### config.mk
export PLATFORM = sky130hd
export DESIGN_NAME = corr_link_top
export DESIGN_NICKNAME = d
export VERILOG_FILES = /design/src/design/corr_pkg.sv /design/src/design/corr_bus_deserializer.sv /design/src/design/corr_frame_serializer.sv /design/src/design/corr_link_top.sv /design/src/design/corr_peak_finder.sv
export SDC_FILE = /design/constraint.sdc
export NUM_CORES = 2
export LEC_CHECK = 0
export BUFFER_PORTS_ARGS = -buffer_cell sky130_fd_sc_hd__buf_2
export CAP_MARGIN = 10
export CORE_MARGIN = 4
export CORE_UTILIZATION = 52
export DETAILED_ROUTE_END_ITERATION = 10
export PLACE_DENSITY_LB_ADDON = 0.3
export SYNTH_ARGS = -nofsm -noshare
export SYNTH_HDL_FRONTEND = slang
export SYNTH_SLANG_ARGS = --single-unit
### constraint.sdc
create_clock -name clk -period 37.3 [get_ports clk]
set_clock_uncertainty 0.2 [all_clocks]
set_input_delay 7.46 -clock clk [delete_from_list [all_inputs] [get_ports clk]]
set_output_delay 7.46 -clock clk [all_outputs]
set_load 0.02 [all_outputs]
### src/design/corr_pkg.sv
package corr_pkg;

   // bus geometry.
   localparam int bus_words = 6;   // bytes carried by one beat.
   localparam int phase_count = 7;   // the data phases of a frame run from 1 to 7.
   localparam int addr_width = 19;

   // phase 0 marks an idle bus.
   localparam logic [2:0] phase_idle = 3'd0;

   // phase 7 closes the frame.
   localparam logic [2:0] phase_last = 3'(phase_count);

   // 41 frame bytes plus one pad byte in the last phase.
   localparam int stream_bytes = bus_words * phase_count;

   typedef logic [7:0] byte_t;
   typedef logic [2:0] phase_t;

   // correlation vectors keep byte 0 in the low bits.
   typedef byte_t [5:0] corr_s5_t;
   typedef byte_t [10:0] corr_s10_t;
   typedef byte_t [20:0] corr_s20_t;

   // the frame as the port publishes it.
   typedef struct packed
   {
      logic [addr_width-1:0] addr;
      logic comp_switch;
      corr_s5_t s5;
      corr_s10_t s10;
      corr_s20_t s20;
   } corr_frame_t;

   // one bus beat carries word 1 in its low byte.
   typedef struct packed
   {
      phase_t phase;
      byte_t [bus_words:1] words;
   } bus_beat_t;

   // new-data strobes per scale.
   typedef struct packed
   {
      logic scale_1;
      logic scale_2;
      logic scale_4;
   } scale_flags_t;

   // disparity index and value of the largest correlation byte.
   typedef struct packed
   {
      logic [4:0] index;
      byte_t value;
   } peak_t;

   // the frame laid out in bus byte order.
   typedef byte_t [stream_bytes-1:0] frame_stream_t;

endpackage

### src/design/corr_bus_deserializer.sv
module corr_bus_deserializer
(
   input logic clk,
   input logic rst,
   input corr_pkg::bus_beat_t beat,
   output corr_pkg::corr_frame_t frame_out,
   output logic frame_strobe,
   output corr_pkg::scale_flags_t new_data
);

   corr_pkg::phase_t phase_q;
   corr_pkg::byte_t [corr_pkg::bus_words:1] words_q;
   corr_pkg::frame_stream_t asm_q;
   corr_pkg::frame_stream_t asm_next;
   corr_pkg::corr_frame_t assembled;
   corr_pkg::scale_flags_t flags;
   logic [5:0] wr_base;
   logic last_phase;

   // the bus is registered once before it is decoded.
   always_ff @(posedge clk)
   begin
      if (rst)
      begin
         phase_q <= corr_pkg::phase_idle;
      end
      else
      begin
         phase_q <= beat.phase;
      end
   end

   always_ff @(posedge clk)
   begin
      words_q <= beat.words;
   end

   assign last_phase = (phase_q == corr_pkg::phase_last);

   // phase k fills stream bytes (k - 1) * 6 onward.
   assign wr_base = 6'((phase_q - 3'd1) * corr_pkg::bus_words);

   always_comb
   begin
      asm_next = asm_q;
      if (phase_q != corr_pkg::phase_idle)
      begin
         asm_next[wr_base +: corr_pkg::bus_words] = words_q;
      end
   end

   // unpack the byte stream into the frame fields.
   assign assembled.addr = {asm_next[2][7:5], asm_next[1], asm_next[0]};
   assign assembled.comp_switch = asm_next[2][4];
   assign assembled.s5 = asm_next[8:3];
   assign assembled.s10 = asm_next[19:9];
   assign assembled.s20 = asm_next[40:20];

   // each coarser scale needs the finer one plus two more zero address bits.
   always_comb
   begin
      flags.scale_1 = (assembled.addr[8:0] != 9'd0);
      flags.scale_2 = flags.scale_1 && !assembled.addr[0] && !assembled.addr[9];
      flags.scale_4 = flags.scale_2 && !assembled.addr[1] && !assembled.addr[10];
   end

   always_ff @(posedge clk)
   begin
      asm_q <= asm_next;
   end

   // the last phase goes straight into the published frame on the same edge.
   always_ff @(posedge clk)
   begin
      if (last_phase)
      begin
         frame_out <= assembled;
      end
   end

   always_ff @(posedge clk)
   begin
      if (rst)
      begin
         frame_strobe <= 1'b0;
         new_data <= '0;
      end
      else if (last_phase)
      begin
         frame_strobe <= 1'b1;
         new_data <= flags;
      end
      else
      begin
         frame_strobe <= 1'b0;
         new_data <= '0;
      end
   end

endmodule

### src/design/corr_frame_serializer.sv
module corr_frame_serializer
(
   input logic clk,
   input logic rst,
   input logic load,
   input corr_pkg::corr_frame_t frame,
   output logic busy,
   output corr_pkg::bus_beat_t beat
);

   corr_pkg::corr_frame_t frame_q;
   corr_pkg::frame_stream_t stream;
   corr_pkg::phase_t next_phase;
   logic [5:0] next_base;
   logic accept;

   // a new frame may start on the edge that retires the last phase.
   assign accept = load && (!busy || beat.phase == corr_pkg::phase_last);

   assign next_phase = beat.phase + 3'd1;

   // the next phase starts at byte phase * 6 of the stream.
   assign next_base = 6'(beat.phase * corr_pkg::bus_words);

   // bytes 1 to 3 carry the address and switch, then s5, s10, s20 and a pad byte.
   assign stream =
   {
      8'h00,
      frame_q.s20,
      frame_q.s10,
      frame_q.s5,
      {frame_q.addr[18:16], frame_q.comp_switch, 4'b0000},
      frame_q.addr[15:8],
      frame_q.addr[7:0]
   };

   always_ff @(posedge clk)
   begin
      if (accept)
      begin
         frame_q <= frame;
      end
   end

   always_ff @(posedge clk)
   begin
      if (rst)
      begin
         busy <= 1'b0;
         beat <= '0;
      end
      else if (accept)
      begin
         busy <= 1'b1;
         beat <= '0;   // phase 1 follows on the next edge.
      end
      else if (busy)
      begin
         if (beat.phase == corr_pkg::phase_last)
         begin
            busy <= 1'b0;
            beat <= '0;
         end
         else
         begin
            beat.phase <= next_phase;
            beat.words <= stream[next_base +: corr_pkg::bus_words];
         end
      end
   end

endmodule

### src/design/corr_link_top.sv
module corr_link_top
(
   input logic clk,
   input logic rst,
   input logic load,
   input corr_pkg::corr_frame_t frame_in,
   output logic busy,
   output corr_pkg::corr_frame_t frame_out,
   output corr_pkg::scale_flags_t new_data,
   output corr_pkg::peak_t peak_s5,
   output corr_pkg::peak_t peak_s10,
   output corr_pkg::peak_t peak_s20,
   output corr_pkg::scale_flags_t peak_valid
);

   corr_pkg::bus_beat_t bus;
   logic frame_strobe;   // pulses together with new_data.

   corr_frame_serializer corr_frame_serializer_i
   (
      .clk(clk),
      .rst(rst),
      .load(load),
      .frame(frame_in),
      .busy(busy),
      .beat(bus)
   );

   corr_bus_deserializer corr_bus_deserializer_i
   (
      .clk(clk),
      .rst(rst),
      .beat(bus),
      .frame_out(frame_out),
      .frame_strobe(frame_strobe),
      .new_data(new_data)
   );

   // scale 1 pairs with s5, scale 2 with s10 and scale 4 with s20.
   corr_peak_finder #(.vector_t(corr_pkg::corr_s5_t)) peak_s5_i
   (
      .clk(clk),
      .rst(rst),
      .start(new_data.scale_1),
      .vector(frame_out.s5),
      .peak(peak_s5),
      .peak_valid(peak_valid.scale_1)
   );

   corr_peak_finder #(.vector_t(corr_pkg::corr_s10_t)) peak_s10_i
   (
      .clk(clk),
      .rst(rst),
      .start(new_data.scale_2),
      .vector(frame_out.s10),
      .peak(peak_s10),
      .peak_valid(peak_valid.scale_2)
   );

   corr_peak_finder #(.vector_t(corr_pkg::corr_s20_t)) peak_s20_i
   (
      .clk(clk),
      .rst(rst),
      .start(new_data.scale_4),
      .vector(frame_out.s20),
      .peak(peak_s20),
      .peak_valid(peak_valid.scale_4)
   );

endmodule

### src/design/corr_peak_finder.sv
module corr_peak_finder
#(
   parameter type vector_t = corr_pkg::corr_s5_t
)
(
   input logic clk,
   input logic rst,
   input logic start,
   input vector_t vector,
   output corr_pkg::peak_t peak,
   output logic peak_valid
);

   logic [$bits(vector_t)-1:0] flat;
   corr_pkg::peak_t scan;

   assign flat = vector;

   // strict compare keeps the lowest index on a tie.
   always_comb
   begin
      scan.index = 5'd0;
      scan.value = flat[7:0];
      for (int i = 1; i < $bits(vector_t) / 8; i++)
      begin
         if (flat[i * 8 +: 8] > scan.value)
         begin
            scan.index = 5'(i);
            scan.value = flat[i * 8 +: 8];
         end
      end
   end

   always_ff @(posedge clk)
   begin
      if (start)
      begin
         peak <= scan;   // holds until the next start.
      end
   end

   always_ff @(posedge clk)
   begin
      if (rst)
      begin
         peak_valid <= 1'b0;
      end
      else
      begin
         peak_valid <= start;
      end
   end

endmodule

### After elaboration in Yosys (flattened, before gate mapping)

Index checks and enable logic that the tools add are counted.

* equality and inequality tests: 2
* add/subtract/negate cells: 3
* bitwise gates (word level): 1
* reductions and logical operators: 20
* shifts and indexed selects: 17
* $lt $le $gt $ge: 35
* $mul: 2
* muxes and demuxes: 41

Operators by type and width (number)
* 336-bit bitwise mux: 1
* 42-bit by 7-bit variable part select with 6-bit output: 8
* 6-bit by 8-bit variable part select with 42-bit output: 8
* 328-bit 2-to-1 mux: 1
* 8-bit > comparator: 35
* 11-bit 2-to-1 mux: 12
* 12-bit 2-to-1 mux: 8
* 10-bit 2-to-1 mux: 8
* 51-bit 2-to-1 mux: 1
* 6-bit by 8-bit variable shift with 42-bit output, first input constant: 1
* 9-bit 2-to-1 mux: 4
* 32-bit by 2-bit multiplier with 5-bit output, second input constant: 1
* 8-bit 2-to-1 mux: 3
* 9-bit nonzero test: 1
* 9-bit OR reduction: 1
* 6-bit negation with 8-bit output: 1
* 3-bit equality test, second input constant: 2
* 2-bit OR reduction: 3
* 1-bit logical AND: 5
* 1-bit logical NOT: 5
* 3-bit by 2-bit multiplier with 5-bit output, second input constant: 1
* 5-bit OR reduction: 1
* 4-bit OR reduction: 1
* 3-bit by 1-bit subtractor with 4-bit output, second input constant: 1
* other kinds (6): 8

* logic and storage cells: 276
* input bits: 327
* register bits: 1132
* output and inout port bits: 370

### Logic depth before layout (Yosys ltp)

* depth in word-level cells: 40
* depth in mapped cells: 224
* gate-level depth less buffers: 211

### Modules after synthesis

Synthesis repeated with hierarchy kept, for this count alone.

* cell total of the unflattened synthesis: 4240
* area total of the unflattened synthesis: 52703.0 µm²

Modules (own cells, without submodules)
* corr_bus_deserializer: cells each 1627, area each 24619.9 µm², instances 1, sequential area each 17316.6 µm²
* corr_frame_serializer: cells each 730, area each 14079.8 µm², instances 1, sequential area each 10770.3 µm²
* corr_peak_finder (peak_s20_i): cells each 1105, area each 8025.2 µm², instances 1, sequential area each 410.4 µm²
* corr_peak_finder (peak_s10_i): cells each 522, area each 3886.2 µm², instances 1, sequential area each 380.4 µm²
* corr_peak_finder (peak_s5_i): cells each 256, area each 2092.0 µm², instances 1, sequential area each 350.3 µm²

### Least setup slack after synthesis

OpenSTA, ideal clock, no wires.

* path kind: reg2reg
* start point: register corr_bus_deserializer_i.frame_out[1] (netlist name)
* end point: register peak_s20_i.peak[3] (netlist name) (data pin)
* stages on the path, launching flop included: 209
* library setup time: 254 ps
* period minus slack after synthesis: 38847 ps
* path slack: -1547 ps
* data required time: 36846 ps
* arrival time: 38394 ps
* path buffers: 15
* cell sequence: edfxtp_1 > inv_1 > ha_1 > nor2b_1 > o211ai_1 > a21oi_1 > o21ai_1 > mux2i_1 > ha_1 > and4_1 > and4_1 > nand2_1 > o31ai_1 > a211oi_4 > clkbuf_1 > mux2i_1 > inv_1 > ha_1 > [173 not listed] > a21oi_1 > o21ai_0 > o21ai_1 > inv_1 > clkbuf_1 > a22oi_1 > ha_1 > nor2b_1 > o21a_1 > o21ai_0 > nand2b_1 > a21oi_1 > nor2_1 > a211oi_1 > a21oi_1 > clkbuf_1 > a22o_1 > a21o_1

RTL lines
* end signal: assignment: RTL line corr_peak_finder.sv:38 `peak <= scan;`
* end: declaration: RTL line corr_peak_finder.sv:10 `output corr_pkg::peak_t peak,`

### Final worst setup path

* start point: register corr_bus_deserializer_i.frame_out[1] (netlist name)
* end point: register peak_s20_i.peak[10] (netlist name) (data pin)

* cells in the longest elaborated chain, start to end: 39

Ends and longest elaborated chain
* 8-bit > comparator: RTL line corr_peak_finder.sv:26 `if (flat[i * 8 +: 8] > scan.value)`
* 9-bit 2-to-1 mux (*): RTL line corr_peak_finder.sv:26
* 8-bit > comparator: RTL line corr_peak_finder.sv:26
* 10-bit 2-to-1 mux (*): RTL line corr_peak_finder.sv:26
* 8-bit > comparator: RTL line corr_peak_finder.sv:26
* 10-bit 2-to-1 mux (*): RTL line corr_peak_finder.sv:26
* 8-bit > comparator: RTL line corr_peak_finder.sv:26
* 11-bit 2-to-1 mux (*): RTL line corr_peak_finder.sv:26
* [23 not listed]
* 11-bit 2-to-1 mux (*): RTL line corr_peak_finder.sv:26
* 8-bit > comparator: RTL line corr_peak_finder.sv:26
* 11-bit 2-to-1 mux (*): RTL line corr_peak_finder.sv:26
* 8-bit > comparator: RTL line corr_peak_finder.sv:26
* 11-bit 2-to-1 mux (*): RTL line corr_peak_finder.sv:26
* 8-bit > comparator: RTL line corr_peak_finder.sv:26
* 11-bit 2-to-1 mux (*): RTL line corr_peak_finder.sv:26
* 8-bit > comparator: RTL line corr_peak_finder.sv:26

Every way passes the cells marked *; elsewhere a longest branch is shown, timed or not.
A chain may end at the register's enable or synchronous reset.

==> reports/metrics.json <==
{
  "critical_path": {
    "critPathLaunchType": "register",
    "worstPathRequired_ps": 37530,
    "timing.rr.start": "corr_bus_deserializer_i.frame_out[1]",
    "type_of_element_capturing_the_critical_path": "register",
    "critical_path.max_stage_delay_ps": 410,
    "reg2reg_setup_slack_ps": 1440,
    "crit-reg2reg-capture": "peak_s20_i.peak[10]",
    "reg2reg_depth": 200,
    "worst_path_max_delay_cell": "o31a_4",
    "path_common_cell": "a21o_1",
    "cp_data_arrival_time_ps": 36100,
    "path_max_fanout": 9,
    "crit_type": "register to register"
  },
  "die": {
    "initial_core_util": 0.526,
    "std_cell_rows": 113,
    "num_io_pins": 697,
    "die-width_um": 319,
    "overall_die_area_um2": 101000,
    "height_of_the_chip_um": 319,
    "placeableCoreArea_um2": 95300
  },
  "clock_tree": {
    "numCtsBuffers": 111,
    "cts.sinks": 1117,
    "cts-root-to-sink-buffers": 3,
    "clk-insertion-delay-late_ps": 700,
    "cts-root-buf": "clkbuf_16",
    "cts.htree.levels": 3,
    "cts_tree": "yes",
    "worst_setup_hold_path_clk_slew_ps": 60
  },
  "final_layout": {
    "final_design_area_no_fill_um2": 61000,
    "post_route_cells_drive_above_1_share": 0.281,
    "post-route-util": 0.640,
    "synthToLayoutAreaGrowth_pct": 21.7,
    "most_common_cell_after_layout_fill_and_taps_aside": "buf_2",
    "leading_cell_types_in_the_layout_fill_and_taps_excluded": "buf_2 (693), edfxtp_1 (684), nand2_1 (498)",
    "finalNonFillerCells": 6547,
    "layout.nets": 5776
  },
  "grt": {
    "grt-ovfl-total": 0,
    "grt.met1_usage": 0.413,
    "use_met2": 0.504,
    "grt.busiest_layer": "met2",
    "grt_antenna_before_repair": 14,
    "wire_length_of_the_first_global_routing_pass_um": 239000,
    "via_count_of_the_first_global_routing_pass": 36300,
    "grt_usage": 0.316,
    "grt_start_max_net_pins": 91,
    "grt_util_met3": 0.0569
  },
  "pwr": {
    "p_sw_frac": 0.218,
    "logic_gate_share_of_total_power": 0.044,
    "net-switching-power_mw": 0.568,
    "internal_power_mw": 2.04,
    "vdd_drop_max_mv": 0.0483,
    "power.total_mw": 2.60,
    "power.density_cell_area_nw_per_um2": 42.7,
    "power.leakage_nw": 24.0,
    "clock_power_share": 0.430,
    "power.share.sequential": 0.526
  },
  "sta": {
    "final-hold-violation-count": 0,
    "final_setup_violation_count": 0,
    "finalWorstSetupSlack_ps": 1440,
    "clock.fmax_mhz": 27.9,
    "fin_hold_ws_ps": 144,
    "fin_setup_tns_ps": 0,
    "max_transition_viols_final": 0,
    "worst-slew-pin-transition_ps": 1290,
    "max-slew-margin-rel": 0.137,
    "shortest_clock_period_the_worst_path_allows_after_layout_ps": 35860,
    "finalCritPeriodShare": 0.961
  },
  "yosys": {
    "synth_area_um2": 50100,
    "yosysUniqueCellTypes": 86,
    "postSynthCellCount": 4343,
    "postSynth.asyncResetShare": 0,
    "synth-edff-count": 684,
    "synthDominantAreaCellType": "edfxtp_1",
    "postSynth.topFlopCell": "edfxtp_1",
    "fraction_of_the_yosys_area_taken_by_sequential_cells": 0.583,
    "syn_avg_cell_area_um2": 11.5,
    "ys_warn_count": 0,
    "synth_top_cell_area_share": 0.410,
    "yosys_register_bits": 1117,
    "netlist_top_cells_area": "edfxtp_1 (41%), dfxtp_1 (17%), ha_1 (6.8%)"
  },
  "route": {
    "drt_first_iter_violations": 3770,
    "post_drt_wl_per_cell_um": 25.6,
    "via_per_inst": 5.85,
    "wl_um": 168000,
    "drtAntennaViolNets": 0,
    "detailroute.via_count": 38300,
    "route.detailed.drc": 0,
    "dr.pass1.iters": 6
  },
  "placed_design": {
    "place.detailed.hpwl_um": 128000,
    "dpl_worst_slack_ps": -1490,
    "gpl.final_weighted_congestion": 0.997,
    "placed_cells_incl_taps": 6272,
    "io_buffers": 693,
    "place_area_um2": 55800
  },
  "worst_hold_path": {
    "hold-path-endpoint": "corr_bus_deserializer_i.words_q[21]",
    "hp-start": "corr_frame_serializer_i.beat[21]",
    "class_of_the_worst_hold_path": "register to register",
    "worst_hold_path.num_cells": 0
  },
  "outcome": {
    "outcome": "completed"
  },
  "job": {
    "number_of_max_capacitance_violations_reported": 0
  }
}
[kinds of logic after synthesis]
kind of cell	Yosys count	synth area share
buffers and inverters	451	0.0346
muxes	320	0.0789
other	1	0.0000748
and+or+nand+nor	1082	0.0963
AOI/OAI and AO/OA	1083	0.136
adders and majority gates	278	0.0693
xor gates and xnor gates	11	0.00192
DFF	1117	0.583
[cell type report]
type,instances,area [µm²]
timing repair buffer,915,5240
inverter,249,935
tap,1265,1580
clock inverter,66,677
multi-input combinational,2782,20300
clock buffer,144,3030
sequential,1117,29200
antenna,9,22.5
fill,7525,34300
[worst max path at each step]
| stage | startpoint | to | slack [ps] |
|---|---|---|---|
| floorplan | corr_bus_deserializer_i.frame_out[5] | peak_s20_i.peak[3] | 100 |
| global placement | corr_bus_deserializer_i.frame_out[5] | peak_s20_i.peak[0] | -400 |
| CTS | corr_bus_deserializer_i.frame_out[1] | peak_s20_i.peak[0] | 80 |
| global route | corr_bus_deserializer_i.frame_out[1] | peak_s20_i.peak[12] | -430 |
| finish | corr_bus_deserializer_i.frame_out[1] | peak_s20_i.peak[10] | 1440 |
| detailed placement | corr_bus_deserializer_i.frame_out[13] | peak_s20_i.peak[4] | -1490 |
[power groups by stage]
stage / Sequential, mW / Clock [mW] / Combinational [mW]
finish: 1.37 / 1.12 / 0.114
global route: 1.37 / 1.19 / 0.124
CTS: 1.37 / 1.14 / 0.112
detailed placement: 1.40 / 0 / 0.110
global placement: 1.39 / 0 / 0.109
floorplan: 1.39 / 0 / 0.0644
[worst max-delay path: cells and delay by family, from the launching register on]
kind / cells / cell delay [ps]
AO/OA/AOI/OAI: 81 / 13600
adder cells (fa/ha/maj): 22 / 6000
buffers and inverters: 28 / 3510
flip-flops: 1 / 400
multiplexers: 15 / 4220
AND/OR/NAND/NOR: 54 / 7590
[layer usage]
layer | share of wire | wire (µm)
met1 | 0.40 | 66600
met2 | 0.46 | 77000
met3 | 0.081 | 13600
met4 | 0.062 | 10300
met5 | 0.00023 | 38
[Yosys cell counts (77+ instances only)]
master / n
dfxtp_1: 433
o21ai_0: 337
nand2_1: 504
o211ai_1: 77
ha_1: 272
inv_1: 247
nor2_1: 234
clkbuf_1: 166
mux2_2: 110
mux2i_1: 153
nand3_1: 78
a21oi_1: 241
edfxtp_1: 684
[flip-flops by register name (all words and copies together) (netlist names)]
name / flops
corr_frame_serializer_i.frame_q: 324
corr_bus_deserializer_i.frame_out: 324
peak_s10_i.peak_valid: 1
corr_bus_deserializer_i.phase_q: 3
peak_s5_i.peak: 11
corr_frame_serializer_i.beat: 51
peak_s20_i.peak: 13
peak_s10_i.peak: 12
peak_s20_i.peak_valid: 1
corr_bus_deserializer_i.asm_q: 324
peak_s5_i.peak_valid: 1
corr_bus_deserializer_i.new_data: 3
corr_frame_serializer_i.busy: 1
corr_bus_deserializer_i.words_q: 48
[repair_timing]
action | 4_1_cts | 5_1_grt
gates resized for setup | 41 | 192
endpoints found under the hold margin | 0 | 0
cloned | 1 | 5
setup buffers | 7 | 42
pin swaps | 6 | 65
hold buffers | 0 | 0
setup endpoints to repair | 13 | 13
Power figures use the tool's default switching activity.
